--- src/hw/axi_wr_mon_pkg.sv ---
package axi_wr_mon_pkg;

    // bus geometry of the observed slave port
    localparam int ADDR_W     = 64;
    localparam int ID_W       = 4;
    localparam int DEF_STRB_W = 8;  // 64-bit data bus, one strobe per byte

    // widths of the attribute fields kept per queued AW entry
    localparam int SIZE_W = 3;  // awsize code
    localparam int LEN_W  = 8;  // awlen, beats minus one

    // a queued entry is addr + size + len, the ID goes to the ID table instead

    typedef logic [ADDR_W-1:0] addr_t;
    typedef logic [ID_W-1:0]   id_t;
    typedef logic [SIZE_W-1:0] size_t;  // beat carries 2**size bytes
    typedef logic [LEN_W-1:0]  len_t;   // 0 means a single beat

endpackage

--- src/hw/aw_attr_queue.sv ---
`timescale 1ns/10ps

module aw_attr_queue #(
    parameter int QUEUE_DEPTH = 8
) (
    input  logic                  clk_i,
    input  logic                  rst_ni,
    input  logic                  aw_valid_i,
    input  logic                  aw_ready_i,
    input  axi_wr_mon_pkg::addr_t aw_addr_i,
    input  axi_wr_mon_pkg::size_t aw_size_i,
    input  axi_wr_mon_pkg::len_t  aw_len_i,
    input  logic                  w_valid_i,
    input  logic                  w_ready_i,
    input  logic                  w_last_i,
    input  logic                  b_valid_i,
    input  logic                  b_ready_i,
    output logic                  aw_fire_o,
    output logic                  w_fire_o,
    output logic                  b_fire_o,
    output logic                  cur_valid_o,
    output axi_wr_mon_pkg::addr_t cur_addr_o,
    output axi_wr_mon_pkg::size_t cur_size_o,
    output axi_wr_mon_pkg::len_t  cur_len_o,
    output logic                  err_orphan_o,
    output logic                  err_overflow_o
);
    import axi_wr_mon_pkg::*;

    localparam int PTR_W = (QUEUE_DEPTH > 1) ? $clog2(QUEUE_DEPTH) : 1;
    localparam int CNT_W = $clog2(QUEUE_DEPTH + 1);

    addr_t addr_mem [QUEUE_DEPTH];
    size_t size_mem [QUEUE_DEPTH];
    len_t  len_mem  [QUEUE_DEPTH];

    logic [PTR_W-1:0] wr_ptr_q, rd_ptr_q;
    logic [CNT_W-1:0] count_q;   // entries held, 0..QUEUE_DEPTH
    logic             empty, full;
    logic             push, pop;
    logic             byp_now;   // AW meets first W beat on an empty queue
    logic             byp_q;     // bypass burst still running on W
    logic             byp_sel;
    addr_t            byp_addr_q;
    size_t            byp_size_q;
    len_t             byp_len_q;
    logic             err_orphan_q, err_overflow_q;

    function automatic logic [PTR_W-1:0] ptr_inc(input logic [PTR_W-1:0] ptr);
        return (ptr == PTR_W'(QUEUE_DEPTH - 1)) ? '0 : ptr + 1'b1;  // depth need not be 2**n
    endfunction

    assign aw_fire_o = aw_valid_i && aw_ready_i;
    assign w_fire_o  = w_valid_i && w_ready_i;
    assign b_fire_o  = b_valid_i && b_ready_i;

    assign empty   = (count_q == '0);
    assign full    = (count_q == CNT_W'(QUEUE_DEPTH));
    assign byp_now = empty && !byp_q && aw_fire_o && w_fire_o;
    assign byp_sel = byp_now || byp_q;

    assign push = aw_fire_o && !full && !byp_now;  // bypassed AW never enters the queue
    assign pop  = w_fire_o && w_last_i && !empty && !byp_sel;

    // attributes of the burst on W: live AW, held bypass, else queue head
    assign cur_valid_o = byp_sel || !empty;
    assign cur_addr_o  = byp_now ? aw_addr_i : (byp_q ? byp_addr_q : addr_mem[rd_ptr_q]);
    assign cur_size_o  = byp_now ? aw_size_i : (byp_q ? byp_size_q : size_mem[rd_ptr_q]);
    assign cur_len_o   = byp_now ? aw_len_i  : (byp_q ? byp_len_q  : len_mem[rd_ptr_q]);

    always_ff @(posedge clk_i) begin
        if (push) begin
            addr_mem[wr_ptr_q] <= aw_addr_i;
            size_mem[wr_ptr_q] <= aw_size_i;
            len_mem[wr_ptr_q]  <= aw_len_i;
        end
        if (byp_now) begin  // AW payload may change after the handshake
            byp_addr_q <= aw_addr_i;
            byp_size_q <= aw_size_i;
            byp_len_q  <= aw_len_i;
        end
    end

    always_ff @(posedge clk_i or negedge rst_ni) begin
        if (!rst_ni) begin
            wr_ptr_q       <= '0;
            rd_ptr_q       <= '0;
            count_q        <= '0;
            byp_q          <= 1'b0;
            err_orphan_q   <= 1'b0;
            err_overflow_q <= 1'b0;
        end else begin
            if (push) wr_ptr_q <= ptr_inc(wr_ptr_q);
            if (pop) rd_ptr_q <= ptr_inc(rd_ptr_q);
            count_q <= count_q + CNT_W'(push) - CNT_W'(pop);
            if (w_fire_o && w_last_i) begin
                byp_q <= 1'b0;  // single-beat bypass never sets it
            end else if (byp_now) begin
                byp_q <= 1'b1;
            end
            err_orphan_q   <= w_fire_o && !cur_valid_o;  // data with no address behind it
            err_overflow_q <= aw_fire_o && full;         // entry is dropped
        end
    end

    assign err_orphan_o   = err_orphan_q;
    assign err_overflow_o = err_overflow_q;

    a_count_bound: assert property (@(posedge clk_i) disable iff (!rst_ni)
        count_q <= CNT_W'(QUEUE_DEPTH));

endmodule

--- src/hw/axi_wr_mon.sv ---
`timescale 1ns/10ps

module axi_wr_mon #(
    parameter int QUEUE_DEPTH = 8,
    parameter int STRB_W      = axi_wr_mon_pkg::DEF_STRB_W
) (
    input  logic                  clk_i,
    input  logic                  rst_ni,
    input  logic                  aw_valid_i,
    input  logic                  aw_ready_i,
    input  axi_wr_mon_pkg::addr_t aw_addr_i,
    input  axi_wr_mon_pkg::size_t aw_size_i,
    input  axi_wr_mon_pkg::len_t  aw_len_i,
    input  axi_wr_mon_pkg::id_t   aw_id_i,
    input  logic                  w_valid_i,
    input  logic                  w_ready_i,
    input  logic [STRB_W-1:0]     w_strb_i,
    input  logic                  w_last_i,
    input  logic                  b_valid_i,
    input  logic                  b_ready_i,
    input  axi_wr_mon_pkg::id_t   b_id_i,
    output logic                  err_wlast_o,
    output logic                  err_strb_o,
    output logic                  err_id_reuse_o,
    output logic                  err_bresp_o,
    output logic                  err_orphan_o,
    output logic                  err_overflow_o,
    output logic                  burst_done_o
);
    import axi_wr_mon_pkg::*;

    localparam int LANE_W = $clog2(STRB_W);

    logic              aw_fire, w_fire, b_fire;
    logic              cur_valid;  // a burst is open for the W beat
    addr_t             cur_addr;
    size_t             cur_size;
    len_t              cur_len;
    logic              first_beat;
    logic [LANE_W-1:0] lane_ptr;

    aw_attr_queue #(.QUEUE_DEPTH(QUEUE_DEPTH)) u_queue (
        .clk_i, .rst_ni,
        .aw_valid_i, .aw_ready_i, .aw_addr_i, .aw_size_i, .aw_len_i,
        .w_valid_i, .w_ready_i, .w_last_i,
        .b_valid_i, .b_ready_i,
        .aw_fire_o(aw_fire), .w_fire_o(w_fire), .b_fire_o(b_fire),
        .cur_valid_o(cur_valid), .cur_addr_o(cur_addr),
        .cur_size_o(cur_size), .cur_len_o(cur_len),
        .err_orphan_o, .err_overflow_o
    );

    w_beat_tracker #(.STRB_W(STRB_W)) u_beats (
        .clk_i, .rst_ni,
        .w_fire_i(w_fire), .w_last_i,
        .cur_valid_i(cur_valid), .cur_addr_i(cur_addr),
        .cur_size_i(cur_size), .cur_len_i(cur_len),
        .first_beat_o(first_beat), .lane_ptr_o(lane_ptr),
        .err_wlast_o, .burst_done_o
    );

    strb_checker #(.STRB_W(STRB_W)) u_strb (
        .clk_i, .rst_ni,
        .w_fire_i(w_fire), .w_strb_i,
        .cur_valid_i(cur_valid), .cur_addr_i(cur_addr), .cur_size_i(cur_size),
        .first_beat_i(first_beat), .lane_ptr_i(lane_ptr),
        .err_strb_o
    );

    // ID table sees raw AW/B IDs, it is independent of the W ordering
    wr_id_tracker u_ids (
        .clk_i, .rst_ni,
        .aw_fire_i(aw_fire), .aw_id_i,
        .b_fire_i(b_fire), .b_id_i,
        .err_id_reuse_o, .err_bresp_o
    );

endmodule

--- src/hw/strb_checker.sv ---
`timescale 1ns/10ps

module strb_checker #(
    parameter int STRB_W = 8
) (
    input  logic                      clk_i,
    input  logic                      rst_ni,
    input  logic                      w_fire_i,
    input  logic [STRB_W-1:0]         w_strb_i,
    input  logic                      cur_valid_i,
    input  axi_wr_mon_pkg::addr_t     cur_addr_i,
    input  axi_wr_mon_pkg::size_t     cur_size_i,
    input  logic                      first_beat_i,
    input  logic [$clog2(STRB_W)-1:0] lane_ptr_i,
    output logic                      err_strb_o
);
    localparam int LANE_W = $clog2(STRB_W);

    logic [LANE_W:0]   beat_bytes;
    logic [LANE_W-1:0] size_mask;
    logic [LANE_W-1:0] lo_lane;    // first lane touched by the start address
    logic [LANE_W-1:0] hi_lane;    // last lane of that address's container
    logic [STRB_W-1:0] exp_strb;
    logic              err_strb_q;

    assign beat_bytes = {{LANE_W{1'b0}}, 1'b1} << cur_size_i;
    assign size_mask  = LANE_W'(beat_bytes - 1'b1);
    assign lo_lane    = cur_addr_i[LANE_W-1:0];
    assign hi_lane    = lo_lane | size_mask;

    always_comb begin
        exp_strb = '0;
        for (int i = 0; i < STRB_W; i++) begin
            if (first_beat_i) begin
                // unaligned start only fills up to the container end
                exp_strb[i] = (i >= lo_lane) && (i <= hi_lane);
            end else begin
                exp_strb[i] = (i >= lane_ptr_i) && (i < lane_ptr_i + beat_bytes);
            end
        end
    end

    always_ff @(posedge clk_i or negedge rst_ni) begin
        if (!rst_ni) begin
            err_strb_q <= 1'b0;
        end else begin
            err_strb_q <= w_fire_i && cur_valid_i && (w_strb_i != exp_strb);  // any lane off
        end
    end

    assign err_strb_o = err_strb_q;

    // a beat wider than the bus would leave the lane math meaningless
    a_size_fits: assert property (@(posedge clk_i) disable iff (!rst_ni)
        w_fire_i && cur_valid_i |-> cur_size_i <= LANE_W);

endmodule

--- src/hw/w_beat_tracker.sv ---
`timescale 1ns/10ps

module w_beat_tracker #(
    parameter int STRB_W = 8
) (
    input  logic                          clk_i,
    input  logic                          rst_ni,
    input  logic                          w_fire_i,
    input  logic                          w_last_i,
    input  logic                          cur_valid_i,
    input  axi_wr_mon_pkg::addr_t         cur_addr_i,
    input  axi_wr_mon_pkg::size_t         cur_size_i,
    input  axi_wr_mon_pkg::len_t          cur_len_i,
    output logic                          first_beat_o,
    output logic [$clog2(STRB_W)-1:0]     lane_ptr_o,
    output logic                          err_wlast_o,
    output logic                          burst_done_o
);
    import axi_wr_mon_pkg::*;

    localparam int LANE_W = $clog2(STRB_W);

    logic [LEN_W:0]    beat_cnt_q;   // one spare bit so a missing wlast is still seen
    logic [LANE_W-1:0] lane_ptr_q;
    logic [LANE_W:0]   beat_bytes;   // 2**size, fits since size <= LANE_W
    logic [LANE_W-1:0] size_mask;
    logic [LANE_W-1:0] aligned_off;  // address offset rounded down to the container
    logic              beat_ok;
    logic              err_wlast_q, burst_done_q;

    assign beat_bytes  = {{LANE_W{1'b0}}, 1'b1} << cur_size_i;
    assign size_mask   = LANE_W'(beat_bytes - 1'b1);
    assign aligned_off = cur_addr_i[LANE_W-1:0] & ~size_mask;

    assign first_beat_o = (beat_cnt_q == '0);
    assign beat_ok      = w_fire_i && cur_valid_i;  // orphan beats are left to the queue

    always_ff @(posedge clk_i or negedge rst_ni) begin
        if (!rst_ni) begin
            beat_cnt_q   <= '0;
            lane_ptr_q   <= '0;
            err_wlast_q  <= 1'b0;
            burst_done_q <= 1'b0;
        end else begin
            if (w_fire_i && w_last_i) begin
                beat_cnt_q <= '0;  // burst closes on wlast, early or not
            end else if (beat_ok) begin
                beat_cnt_q <= beat_cnt_q + 1'b1;
            end
            if (beat_ok) begin
                // next beat's lane, wraps modulo the bus width
                lane_ptr_q <= (first_beat_o ? aligned_off : lane_ptr_q) + LANE_W'(beat_bytes);
            end
            // wlast only on beat number len, nowhere else
            err_wlast_q  <= beat_ok && (w_last_i != (beat_cnt_q == {1'b0, cur_len_i}));
            burst_done_q <= w_fire_i && w_last_i;
        end
    end

    assign lane_ptr_o   = lane_ptr_q;
    assign err_wlast_o  = err_wlast_q;
    assign burst_done_o = burst_done_q;

    // bursts longer than 256 beats cannot be described by awlen
    a_beat_bound: assert property (@(posedge clk_i) disable iff (!rst_ni)
        beat_cnt_q <= (LEN_W+1)'(255));

endmodule

--- src/hw/wr_id_tracker.sv ---
`timescale 1ns/10ps

module wr_id_tracker (
    input  logic                clk_i,
    input  logic                rst_ni,
    input  logic                aw_fire_i,
    input  axi_wr_mon_pkg::id_t aw_id_i,
    input  logic                b_fire_i,
    input  axi_wr_mon_pkg::id_t b_id_i,
    output logic                err_id_reuse_o,
    output logic                err_bresp_o
);
    import axi_wr_mon_pkg::*;

    localparam int NUM_IDS = 2 ** ID_W;

    logic [NUM_IDS-1:0] pend_q;     // one bit per ID with a write awaiting B
    logic               same_id;    // AW and B on one ID in one cycle
    logic               err_reuse_q, err_bresp_q;

    assign same_id = aw_fire_i && b_fire_i && (aw_id_i == b_id_i);

    always_ff @(posedge clk_i or negedge rst_ni) begin
        if (!rst_ni) begin
            pend_q      <= '0;
            err_reuse_q <= 1'b0;
            err_bresp_q <= 1'b0;
        end else begin
            if (b_fire_i) pend_q[b_id_i] <= 1'b0;
            if (aw_fire_i) pend_q[aw_id_i] <= 1'b1;  // later write wins so the bit stays set
            // B is taken first, so a same-cycle AW sees the ID freed
            err_reuse_q <= aw_fire_i && pend_q[aw_id_i] && !same_id;
            err_bresp_q <= b_fire_i && !pend_q[b_id_i];
        end
    end

    assign err_id_reuse_o = err_reuse_q;
    assign err_bresp_o    = err_bresp_q;

    // an unknown ID would hit an unknown slot of the table
    a_aw_id_known: assert property (@(posedge clk_i) disable iff (!rst_ni)
        aw_fire_i |-> !$isunknown(aw_id_i));
    a_b_id_known: assert property (@(posedge clk_i) disable iff (!rst_ni)
        b_fire_i |-> !$isunknown(b_id_i));

endmodule

--- config.mk ---
export PLATFORM = sky130hd
export DESIGN_NAME = axi_wr_mon
export DESIGN_NICKNAME = d
export VERILOG_FILES = /design/src/hw/axi_wr_mon_pkg.sv /design/src/hw/aw_attr_queue.sv /design/src/hw/axi_wr_mon.sv /design/src/hw/strb_checker.sv /design/src/hw/w_beat_tracker.sv /design/src/hw/wr_id_tracker.sv
export SDC_FILE = /design/constraint.sdc
export NUM_CORES = 1
export LEC_CHECK = 0
export BUFFER_PORTS_ARGS = -buffer_cell sky130_fd_sc_hd__buf_2
export CORE_MARGIN = 10
export CORE_UTILIZATION = 25
export DETAILED_ROUTE_END_ITERATION = 6
export PLACE_DENSITY = 0.49
export SYNTH_ARGS = -nofsm -noshare
export SYNTH_HDL_FRONTEND = slang
export SYNTH_SLANG_ARGS = --single-unit
--- constraint.sdc ---
create_clock -name clk_i -period 6.1 [get_ports clk_i]
set_input_delay 0 -clock clk_i [delete_from_list [all_inputs] [get_ports clk_i]]
set_output_delay 0 -clock clk_i [all_outputs]
set_load 0.03 [all_outputs]
======== Word-level counts from Yosys, hierarchy flattened ========
Memories as Yosys holds them, arrays and structs flattened.
Cells that the tools add are included.
storage, ports and cells
  memories kept ........................... 3
  bits of input ports ..................... 100
  word-level logic and storage cells ...... 158
  output and inout bits ................... 7
  memory bits (writable) .................. 600
  register bits after elaboration ......... 60
cells by class
  order comparisons ....................... 33
  bitwise gates (word level) .............. 6
  reduce and logical (&&, ||, !) cells .... 50
  shifts and indexed selects .............. 1
  equality and inequality tests ........... 7
  muxes and demuxes ....................... 33
  $add $sub $neg .......................... 8
memories
  memory            words  bits a word  read ports  clocked after Yosys merged registers in  wr ports  line                 RTL
  u_queue.addr_mem  8      64           1           0                                        1         aw_attr_queue.sv:33  addr_t addr_mem [QUEUE_DEPTH];
  u_queue.len_mem   8      8            1           0                                        1         aw_attr_queue.sv:35  len_t len_mem [QUEUE_DEPTH];
  u_queue.size_mem  8      3            1           0                                        1         aw_attr_queue.sv:34  size_t size_mem [QUEUE_DEPTH];
operators by type and width
  cell                   number
  $lt A3 B32 Y1 const A  4
  $lt A1 B32 Y1 const A  2
  $lt A2 B32 Y1 const A  2
  $logic_and A1 B1 Y1    36
  $mux W16               2
  $mux W3                7
  $ge A3 B3 Y1 const A   6
  $mux W9                2
  $and A16 B16 Y16       1
  $mux W1                16
  $mux W8                2
  $not A16 Y16           1
  $or A16 B16 Y16        1
  $ge A1 B3 Y1 const A   4
  $ge A2 B3 Y1 const A   4
  $le A3 B3 Y1 const A   4
  $lt A4 B5 Y1 const B   2
  $add A9 B1 Y9 const B  1
  $eq A9 B8 Y1           1
  $logic_not A9 Y1       1
  $bmux W1 S4            2
  $demux W1 S4           2
  $ge A4 B1 Y1 const B   2
  $logic_not A1 Y1       8
  20 further kinds       25

======== Logic depth before layout (Yosys ltp) ========
Gate-level depths: netlist of run 1.
  depth after elaboration ................. 13
  gate-level depth with buffers ........... 19
  depth with buffers taken out ............ 18

======== Hierarchy ========
A second synthesis of run 1 with hierarchy kept.
unflattened totals
  cells, all modules ...................... 1489
  area, all modules ....................... 29305.6 um2
by module, submodules not included
  module          cells each  area an instance (um2)  times used  sequential area each (um2)
  aw_attr_queue   1200        26668.1                 1           20594.8
  wr_id_tracker   103         1077.3                  1           450.4
  w_beat_tracker  102         928.4                   1           350.3
  strb_checker    84          631.9                   1           25.0

======== Least setup slack after synthesis of run 1 ========
Ideal clock, no wire load.
  kind .................................... register to register
  from .................................... reg u_queue.count_q[2]
  to ...................................... reg u_strb.err_strb_q (netlist: u_strb.err_strb_o)
  setup slack ............................. 1.839 ns
  stages on the path, launching flop included .. 20
  setup time .............................. 0.124 ns
  required time ........................... 5.976 ns
  buffers on the path ..................... 1
  arrival ................................. 4.137 ns
  period minus slack after synthesis ...... 4.261 ns
  cells stage by stage .................... dfrtp_1 inv_1 ha_1 nor4b_4 nand2_2 inv_2 buf_2 a22oi_1 o21ai_1 nand2b_1 inv_1 ha_1 o21ai_0 a31oi_1 a311oi_2 o22ai_1 a32oi_1 xnor2_1 a2111o_1 o31a_1
between the ends
  longest elaborated chain between the ends .. 13
  elaborated cells on any way between the ends .. 59
  classes of those cells .................. add/sub (2); order compare (22); eq/ne (1); shift (1); mux (10); bitwise (1); reduce/logical (22)
ends and longest elaborated chain
  item                                                   line                 RTL
  from (decl)                                            aw_attr_queue.sv:38  logic [CNT_W-1:0] count_q;
  from (signal assigned)                                 aw_attr_queue.sv:95  count_q <= count_q + CNT_W'(push) - CNT_W'(pop);
  $logic_not A4 Y1 (*)                                   aw_attr_queue.sv:57  assign empty = (count_q == '0);
  $logic_and A1 B1 Y1 (*) (3 in series)                  aw_attr_queue.sv:59  assign byp_now = empty && !byp_q && aw_fire_o && w_fire_o;
  named net u_queue.byp_now                              aw_attr_queue.sv:41  logic byp_now;
  branches (longest 8 deep; another with $lt A1 B32 Y1)  -
  $logic_and A1 B1 Y1 (*)                                strb_checker.sv:47   err_strb_q <= w_fire_i && cur_valid_i && (w_strb_i != exp_strb);
  to (signal assigned)                                   strb_checker.sv:47
  to (decl)                                              strb_checker.sv:24   logic err_strb_q;
Mark *: on every way through the listed nets, which the timed path passes.
A chain may end at the register's enable or synchronous reset.

======== Worst setup path in the final report of run 1 ========
  from .................................... reg u_queue.count_q[2]
  to ...................................... reg u_strb.err_strb_q (netlist: u_strb.err_strb_o)
between the ends
  longest elaborated chain between the ends .. 13
  elaborated cells on any way between the ends .. 59
  classes of those cells .................. add/sub (2); order compare (22); eq/ne (1); shift (1); mux (10); bitwise (1); reduce/logical (22)
ends and longest elaborated chain
  item                                                    line
  $logic_not A4 Y1 (*)                                    aw_attr_queue.sv:57
  branches (longest 11 deep; another with $lt A1 B32 Y1)  -
  $logic_and A1 B1 Y1 (*)                                 strb_checker.sv:47
Every way passes the cells marked *.

==> results.cfg, run 1 <==
[run_status]
run_status = completed

[worst_setup_path]
start_kind = register
path_max_fanout = 9
end_kind = register
required_ps = 6420
crit_type = register to register
crit_arrival_ps = 5940

[layout]
utilization_pct = 30.6
nFillCells = 3322
n_antenna_cell = 0
layout-drive-gt1-share_pct = 22.5
fin_area_um2 = 9960
layout_commonest_cell = edfxtp_1
final_nets = 789
layout_common_cells = 126 x edfxtp_1, 45 x buf_2, 45 x dfrtp_1
area_growth_pct = 21.1

[clock_network]
root_buffer = clkbuf_16
insertion_delay_ps = 440
cts_tree = done
clkTransAtPathRegs_ps = 70
cts_inserted_buffers = 17
clkSinkCount = 172
clockBufferDepth = 2
htree_levels = 4
cts_setup_buffers = 0

[power_and_ir_drop]
ir_drop_v = 0.000234
p_leak_nw = 3.58
power_switching_mw = 1.58
comb_power_share_pct = 39.6
p_int_mw = 2.78
seq_power_share_pct = 35.8
clkPwrFrac_pct = 24.6
swShare_pct = 36.1
p_total_mw = 4.36
power_density_nw_per_um2 = 438

[route]
drt_iter0_drc = 283
drtAntennaViolNets = 0
wl_per_cell_um = 17.2
firstDrtPassIters = 6
drc_errors = 0
vias = 5087
vias_per_cell = 4.52
drt_wl_total_um = 19400

[timing]
finalClockSkew_ps = 10.6
fmax_mhz = 178
tns_ps = 0
finalHoldViolations = 0
fin_crit_ps = 5620
final-setup-viol-count = 0
final.period_utilization_pct = 92.2
rsz0062_at_grt = no
worst_pin_slew_ps = 898
slew_headroom_pct = 40.1
slew_viol_final = 0

[yosys]
synth-warning-count = 0
yosysSeqAreaShare_pct = 60.0
synthFlopType = edfxtp_1
netlist_area_um2 = 8230
synth_edf_count = 126
syn_avg_cell_area_um2 = 14.2
synth_cell_type_count = 67
synth_async_sr_flop_share_pct = 26.7
synth_cells = 581
syn-num-nets = 700
ys_ff_latch = 172

[die]
rows = 66
core-area_um2 = 32500
die_w_um = 201
initial_core_util_pct = 25.3
die_area_um2 = 40600
die_h_um = 201
io-pin-count = 107

[global_routing]
grt_max_degree = 47
grt_pass1_wl_um = 31200
grt_pass1_vias = 5377
grt_util_all_layers_pct = 9.83
overflow = 0
antenna_found_initial = 0

[placement]
post_dp_cell_area_um2 = 9030
io_buffers = 45
globalplace.congestion = 0.781
dp_hpwl_um = 13000

[worst_hold_path]
hold_class = input pin to register

[flow_run]
cap_violations = 0
==> synth_stat cells (all sizes together) (15+ instances only) <==
cell type	number	area, um^2
mux4	36	815
o21ai	43	215
nand2	32	130
inv	22	82.6
dfrtp	46	1150
xor2	16	140
xnor2	15	131
a21oi	21	105
ha	17	213
edfxtp	126	3780
clkbuf	16	60.1
nor2	30	113
mux2i	16	160
==> worst max-delay path, stage by stage, from the launching register on <==
cell           delay (ps)
dfrtp_1               360
inv_1                  90
ha_1                  210
nor4b_4               350
nand2_2               260
inv_2                 220
a221oi_1              180
o21ai_1               290
nand2b_1              300
inv_1                  80
ha_1                  310
o21ai_0               140
nand2_1               140
a311oi_4              490
o211ai_1              180
a32oi_1               300
xor2_1                170
o211ai_1               90
dlygate4sd3_1         560
o31a_1                230
dlygate4sd3_1         550
==> per-layer routing <==
metal  wire, um  global-route usage (%)
met1       9210                    12.9
met3        593                    2.28
met4        180                    2.74
met5          0                       0
met2       9360                    15.9
==> cell families after synthesis <==
group                      count (synthesis)  synth area share [%]
DFF                                      172                  60.0
and+or+nand+nor                          139                  8.97
AOI/OAI and AO/OA                        114                  9.48
muxes                                     59                  12.9
buffers and inverters                     47                  2.34
xor gates and xnor gates                  31                  3.30
adders and majority gates                 19                  3.07
==> power by group through the flow <==
stage | Sequential [mW] | Combinational [mW] | Clock [mW]
finish | 1.56 | 1.73 | 1.07
global route | 1.58 | 1.94 | 1.16
CTS | 1.56 | 1.73 | 1.11
detailed placement | 1.59 | 1.69 | 0
global placement | 1.58 | 1.69 | 0
floorplan | 1.50 | 1.36 | 0
==> flip-flops by register name, summed over array words and instances (netlist names), 3 cells and up <==
name and count:
u_queue.len_mem 64, u_queue.addr_mem 24, u_queue.size_mem 24, u_ids.pend_q 16, u_beats.beat_cnt_q 9, u_queue.byp_len_q 8
u_queue.count_q 4, u_beats.lane_ptr_o 3, u_queue.byp_addr_q 3, u_queue.byp_size_q 3, u_queue.rd_ptr_q 3, u_queue.wr_ptr_q 3
==> metrics by stage <==
step           setup WS, ps  cells  hold WS, ps
6_report                478   1125         24.5
5_1_grt                17.7   1125         44.5
4_1_cts                 273   1125         9.30
3_5_place_dp           1110   1059          170
3_3_place_gp           1080   1059          162
2_1_floorplan          1840    581         -296
==> cell type report <==
type                            count  area, um^2  share of cell area [%]
Timing Repair Buffer               95         686                    6.88
Clock inverter                     15         150                    1.51
Multi-Input combinational cell    362        3130                    31.4
Clock buffer                       17         425                    4.27
Tap cell                          442         553                    5.55
Inverter                           22        82.6                   0.829
Sequential cell                   172        4940                    49.6
==> repair_timing <==
action,in CTS,in global routing
gates resized for setup,0,3
hold buffers,34,0
setup endpoints to repair,0,1
endpoints found under the hold margin,193,0
==> path summary, 6_finish.rpt <==
path                                               from                               to  slack [ps]  cells past startpoint
max in group asynchronous                        rst_ni  u_queue.rd_ptr_q[0]$_DFFE_PN0P_        5410                      3
max reg2reg                u_queue.count_q[2]$_DFF_PN0_      u_strb.err_strb_o$_DFF_PN0_         480                     20
min reg2reg                  u_ids.pend_q[14]$_DFF_PN0_       u_ids.pend_q[14]$_DFF_PN0_         520                      2
max                        u_queue.count_q[2]$_DFF_PN0_      u_strb.err_strb_o$_DFF_PN0_         480                     20
min                                           b_valid_i   u_ids.err_id_reuse_o$_DFF_PN0_          20                      3
min in group asynchronous                        rst_ni   u_beats.burst_done_o$_DFF_PN0_         200                      3
No activity file was read; power rests on OpenSTA's default activity.
==> run 2, diff against run 1 <==
- CELL_PAD_IN_SITES_DETAIL_PLACEMENT: default -> 0
- CELL_PAD_IN_SITES_GLOBAL_PLACEMENT: default -> 1
- PLACE_DENSITY: 0.49 -> 0.51
- SYNTH_HIERARCHICAL: default -> 1
==> run 2 against run 1 <==
Effect of this change:
- non-clock buffer count is 10 lower
- cell count is 0.98% lower
- count of clock-buffer cells in the layout stayed put
- critical path type unchanged
- largest power group unchanged
==> results.cfg, run 2 <==
[power_and_ir_drop]
ir_drop_v = 0.000211
power_density_nw_per_um2 = 440
p_leak_nw = 3.53
clkPwrFrac_pct = 25.6
power_switching_mw = 1.62
comb_power_share_pct = 38.2
swShare_pct = 36.9
p_int_mw = 2.76
seq_power_share_pct = 36.2

[worst_setup_path]
timing.rr.end = u_strb/err_strb_o$_DFF_PN0_
crit_arrival_ps = 5770
path_max_fanout = 21
start_kind = register
worstReg2RegStart = u_queue/rd_ptr_q[2]$_DFFE_PN0P_
end_kind = register
r2r_cells = 15
crit_type = register to register
required_ps = 6460
regToRegSetupSlack_ps = 690

[layout]
area_growth_pct = 18.5
layout_common_cells = 126 x edfxtp_1, 46 x dfrtp_1, 45 x buf_2
largest-register = u_queue/len_mem
top_regs = u_queue/len_mem (64), u_queue/addr_mem (24), u_queue/size_mem (24)
utilization_pct = 29.9
final_nets = 773
fin_area_um2 = 9960
largest_reg_flops = 64
layout_commonest_cell = edfxtp_1
layout-drive-gt1-share_pct = 22.9

[die]
io-pin-count = 107
die_area_um2 = 41400
die_w_um = 203
die_h_um = 203
initial_core_util_pct = 25.2
rows = 67
core-area_um2 = 33400

[clock_network]
clkSinkCount = 172
root_buffer = clkbuf_16
clockBufferDepth = 2
cts_resized = 0
cts_inserted_buffers = 17
insertion_delay_ps = 430
cts_tree = done
htree_levels = 4
clkTransAtPathRegs_ps = 70

[timing]
fmax_mhz = 185
slew_headroom_pct = 26.1
rsz0062_at_grt = no
tns_ps = 0
final.period_utilization_pct = 88.7
final-setup-viol-count = 0
fin_crit_ps = 5410
worst_pin_slew_ps = 1110
slew_viol_final = 0
finalClockSkew_ps = 22.3
finalHoldViolations = 0

[worst_hold_path]
hold_class = input pin to register
hold_start = b_id_i[3]
hold_depth = 3
hold_end = u_ids/err_bresp_o$_DFF_PN0_

[yosys]
synth_cells = 592
synth-warning-count = 6
syn-num-nets = 713
syn_avg_cell_area_um2 = 14.2
netlist_area_um2 = 8410

[placement]
globalplace.congestion = 0.787
post_dp_cell_area_um2 = 9060
io_buffers = 45
dp_hpwl_um = 13600

[route]
vias = 5124
drt_wl_total_um = 20100
firstDrtPassIters = 5
drtAntennaViolNets = 0
drt_iter0_drc = 404
wl_per_cell_um = 18.1
vias_per_cell = 4.60
drc_errors = 0

[global_routing]
grt_util_all_layers_pct = 9.89
antenna_found_initial = 1
grt_pass1_vias = 5395
grt_pass1_wl_um = 31500
grt_max_degree = 47
overflow = 0

[run_status]
run_status = completed

[flow_run]
cap_violations = 0
[run 2: worst max-delay path by stage]
stage,depth (start not counted),to,start
5_1_grt,15,u_strb/err_strb_o$_DFF_PN0_,u_queue/rd_ptr_q[2]$_DFFE_PN0P_
6_report,15,u_strb/err_strb_o$_DFF_PN0_,u_queue/rd_ptr_q[2]$_DFFE_PN0P_
3_5_place_dp,13,u_strb/err_strb_o$_DFF_PN0_,u_queue/rd_ptr_q[2]$_DFFE_PN0P_
4_1_cts,15,u_strb/err_strb_o$_DFF_PN0_,u_queue/rd_ptr_q[2]$_DFFE_PN0P_
3_3_place_gp,13,u_strb/err_strb_o$_DFF_PN0_,u_queue/rd_ptr_q[2]$_DFFE_PN0P_
2_1_floorplan,16,u_beats/lane_ptr_o[2]$_DFFE_PN0P_,u_queue/count_q[2]$_DFF_PN0_
[run 2: layer usage]
layer | GRT usage (%) | vias to the layer above | routed length (um)
met4 | 2.88 | 0 | 163
met3 | 2.17 | 9 | 631
met2 | 16.2 | 96 | 9930
li1 | - | 2379 | -
met1 | 12.8 | 2640 | 9410
met5 | 0 | - | 0
[run 2: power groups by stage]
stage                     clock network [mW]  logic [mW]  registers, mW
after floorplan                            0        1.36           1.51
after global placement                     0        1.62           1.62
after detailed placement                   0        1.65           1.62
after CTS                               1.15        1.69           1.60
after global routing                    1.21        1.85           1.62
final                                   1.12        1.67           1.59
[run 2: worst max-delay path, cell delays in order (launching register included)]
cell and delay, ps:
dfrtp_1 1080, mux4_2 400, mux2i_1 70, o21ai_1 560, nor3b_1 360, inv_1 130, fa_1 460, nor2b_1 150
and4_4 200, or2_0 220, o32ai_1 190, xor2_1 190, nor2_1 60, dlygate4sd3_1 550, a31oi_1 160, dlygate4sd3_1 560
[run 2: final cells by class]
type / count / area, um^2
Antenna cell: 1 / 2.50
Clock buffer: 17 / 425
Clock inverter: 15 / 195
Fill cell: 3397 / 23400
Inverter: 24 / 90.1
Multi-Input combinational cell: 352 / 3160
Sequential cell: 172 / 4930
Tap cell: 448 / 561
Timing Repair Buffer: 85 / 596
[run 2: per-stage QoR]
step                      hold slack (ps)  setup WS [ps]  power (mW)  cells
after global placement                266           1640        3.24   1053
after floorplan                      -296           2460        2.87    592
final                                30.1            686        4.38   1114
after CTS                            1.18            631        4.44   1113
after detailed placement              279           1590        3.27   1053
after global routing                 18.3            369        4.67   1113
[run 2: repair_timing]
| item | CTS | global route |
|---|---|---|
| hold endpoints to repair | 185 | 0 |
| buffers inserted | 0 | 0 |
| hold buffers | 28 | 0 |
==> run 3, diff against run 2 <==
- PLACE_DENSITY: 0.51 -> default
- PLACE_DENSITY_LB_ADDON: default -> 0.1
==> run 3 against run 2 <==
Effect of this change:
- largest cell class unchanged
- sequential share of layout area rose by 0.16 points
- critical path type unchanged
- wire length rose by 9.3%
- largest power group unchanged
- highest routed layer unchanged
- global-route usage rose by 1.1 points
- clock power fell by 4%
==> results.cfg, run 3 (synthesis results as in run 2) <==
[die]
die_area_um2 = 41400
rows = 67
io-pin-count = 107
initial_core_util_pct = 25.2
die_w_um = 203
core-area_um2 = 33400
die_h_um = 203

[layout]
largest-register = u_queue/len_mem
nFillCells = 3415
n_antenna_cell = 0
largest_reg_flops = 64
layout_common_cells = 126 x edfxtp_1, 46 x dfrtp_1, 45 x buf_2
area_growth_pct = 18.1
instances_no_fill = 1113
final_nets = 774
layout_commonest_cell = edfxtp_1
layout-drive-gt1-share_pct = 23.5
top_regs = u_queue/len_mem (64), u_queue/addr_mem (24), u_queue/size_mem (24)
fin_area_um2 = 9930

[route]
drt_wl_total_um = 22000
top_layer = met4
wl_met3_um = 858
firstDrtPassIters = 4
vias_per_cell = 4.61
drtAntennaViolNets = 0
wl_per_cell_um = 19.8
dr_wl_met2_um = 10700
wl_met1_um = 10200
vias = 5130
drt_iter0_drc = 383
drc_errors = 0

[worst_hold_path]
hold_start = aw_ready_i
hold_class = input pin to register
hold_end = u_queue/err_orphan_o$_DFF_PN0_
hold_depth = 3

[worst_setup_path]
cp_cell_sequence = mux4_2 > mux2i_1 > o21ai_1 > nor3_1 > ha_1 > inv_1 > fa_1 > nor2b_1 > and4_4 > or2_0 > o32ai_1 > xor2_1 > nor2_1 > dlygate4sd3_1 > a31oi_1 > dlygate4sd3_1
regToRegSetupSlack_ps = 910
crit_buf_inv = 3
timing.rr.end = u_strb/err_strb_o$_DFF_PN0_
cp_top_family = buffers and inverters
path_max_fanout = 12
crit_type = register to register
cpMostUsedCell = dlygate4sd3_1
crit_arrival_ps = 5560
required_ps = 6470
crit_path_max_incr_delay_ps = 800
end_kind = register
worstReg2RegStart = u_queue/rd_ptr_q[0]$_DFFE_PN0P_
crit_path_top_delay_cell = dfrtp_1
start_kind = register
r2r_cells = 16

[timing]
slew_viol_final = 0
finalClockSkew_ps = 10.8
final-setup-viol-count = 0
fmax_mhz = 192
worst_pin_slew_ps = 1050
fin_crit_ps = 5190
rsz0062_at_grt = no
tns_ps = 0
slew_headroom_pct = 29.7
finalHoldViolations = 0
final.period_utilization_pct = 85.2

[placement]
post_dp_cell_area_um2 = 9110
dp_hpwl_um = 14800
dp.cells = 1057
io_buffers = 45
globalplace.congestion = 0.747

[power_and_ir_drop]
comb_power_share_pct = 39.6
p_int_mw = 2.72
p_total_mw = 4.38
power_switching_mw = 1.66
p_leak_nw = 3.52
seq_power_share_pct = 36.0
swShare_pct = 37.8
ir_drop_v = 0.000309
clkPwrFrac_pct = 24.4
power_density_nw_per_um2 = 441

[clock_network]
clkSinkCount = 172
insertion_delay_ps = 430
root_buffer = clkbuf_16
htree_levels = 4
cts_inserted_buffers = 17
cts_setup_buffers = 0
cts_tree = done
clockBufferDepth = 2
clkTransAtPathRegs_ps = 80

[global_routing]
overflow = 0
antenna_found_initial = 0
grt_max_degree = 47
grt_util_all_layers_pct = 11.0
grt_pass1_vias = 5535
grt_pass1_wl_um = 34400

[flow_run]
cap_violations = 0

[run_status]
run_status = completed
[run 3: cell count changes in the layout (fill, tap and decap cells not counted), moves of 2 or more]
cell	before	now
dlygate4sd3_1	28	25
nor4b_4	1	3
clkinvlp_4	0	2
nor4b_2	2	0
buf_4	12	16
[run 3: metal layers]
metal | vias to the layer above | GRT usage, %
met5 | - | 0
met4 | 0 | 2.96
met3 | 14 | 2.78
met2 | 84 | 18.1
met1 | 2657 | 14.1
li1 | 2375 | -
[run 3: what timing repair did]
action                                 in CTS  in global routing
endpoints found under the hold margin     183                  0
resized for setup                           0                  0
hold buffers                               25                  0
[run 3: layout make-up]
type	instances	area (um^2)	share of cell area [%]
flip-flops and latches	172	4930	49.7
clock inverters	14	149	1.50
clock buffers	17	425	4.28
well taps	448	561	5.64
multi-input cells	352	3180	32.0
repair buffers	86	596	6.00
inverters	24	90.1	0.907
[run 3: worst max-delay path by stage]
stage / startpoint / endpoint / cells after the start
floorplan: u_queue/count_q[2]$_DFF_PN0_ / u_beats/lane_ptr_o[2]$_DFFE_PN0P_ / 16
global placement: u_queue/rd_ptr_q[0]$_DFFE_PN0P_ / u_strb/err_strb_o$_DFF_PN0_ / 14
detailed placement: u_queue/rd_ptr_q[2]$_DFFE_PN0P_ / u_strb/err_strb_o$_DFF_PN0_ / 15
CTS: u_queue/rd_ptr_q[2]$_DFFE_PN0P_ / u_strb/err_strb_o$_DFF_PN0_ / 17
global route: u_queue/rd_ptr_q[0]$_DFFE_PN0P_ / u_strb/err_strb_o$_DFF_PN0_ / 16
finish: u_queue/rd_ptr_q[0]$_DFFE_PN0P_ / u_strb/err_strb_o$_DFF_PN0_ / 16
[run 3: stage by stage]
step           worst slack [ps]  utilization (%)  hold slack, ps
3_3_place_gp               1770             27.3             156
2_1_floorplan              2460                -            -296
5_1_grt                     471             29.8            18.0
3_5_place_dp               1790             27.3             170
6_report                    905             29.8            5.96
4_1_cts                     812             29.8            6.42
[run 3: worst register-to-register path, stage by stage (launching register included)]
cell and delay [ps]:
dfrtp_1 800, mux4_2 600, mux2i_1 160, o21ai_1 230, nor3_1 350, ha_1 220, inv_1 50, fa_1 410
nor2b_1 150, and4_4 200, or2_0 240, o32ai_1 190, xor2_1 190, nor2_1 60, dlygate4sd3_1 560, a31oi_1 150
dlygate4sd3_1 560
[run 3: power groups by stage]
stage          registers [mW]  logic, mW  clock network [mW]
2_1_floorplan            1.51       1.36                   0
6_report                 1.58       1.73                1.07
3_3_place_gp             1.60       1.71                   0
3_5_place_dp             1.61       1.72                   0
5_1_grt                  1.61       1.93                1.16
4_1_cts                  1.58       1.76                1.10
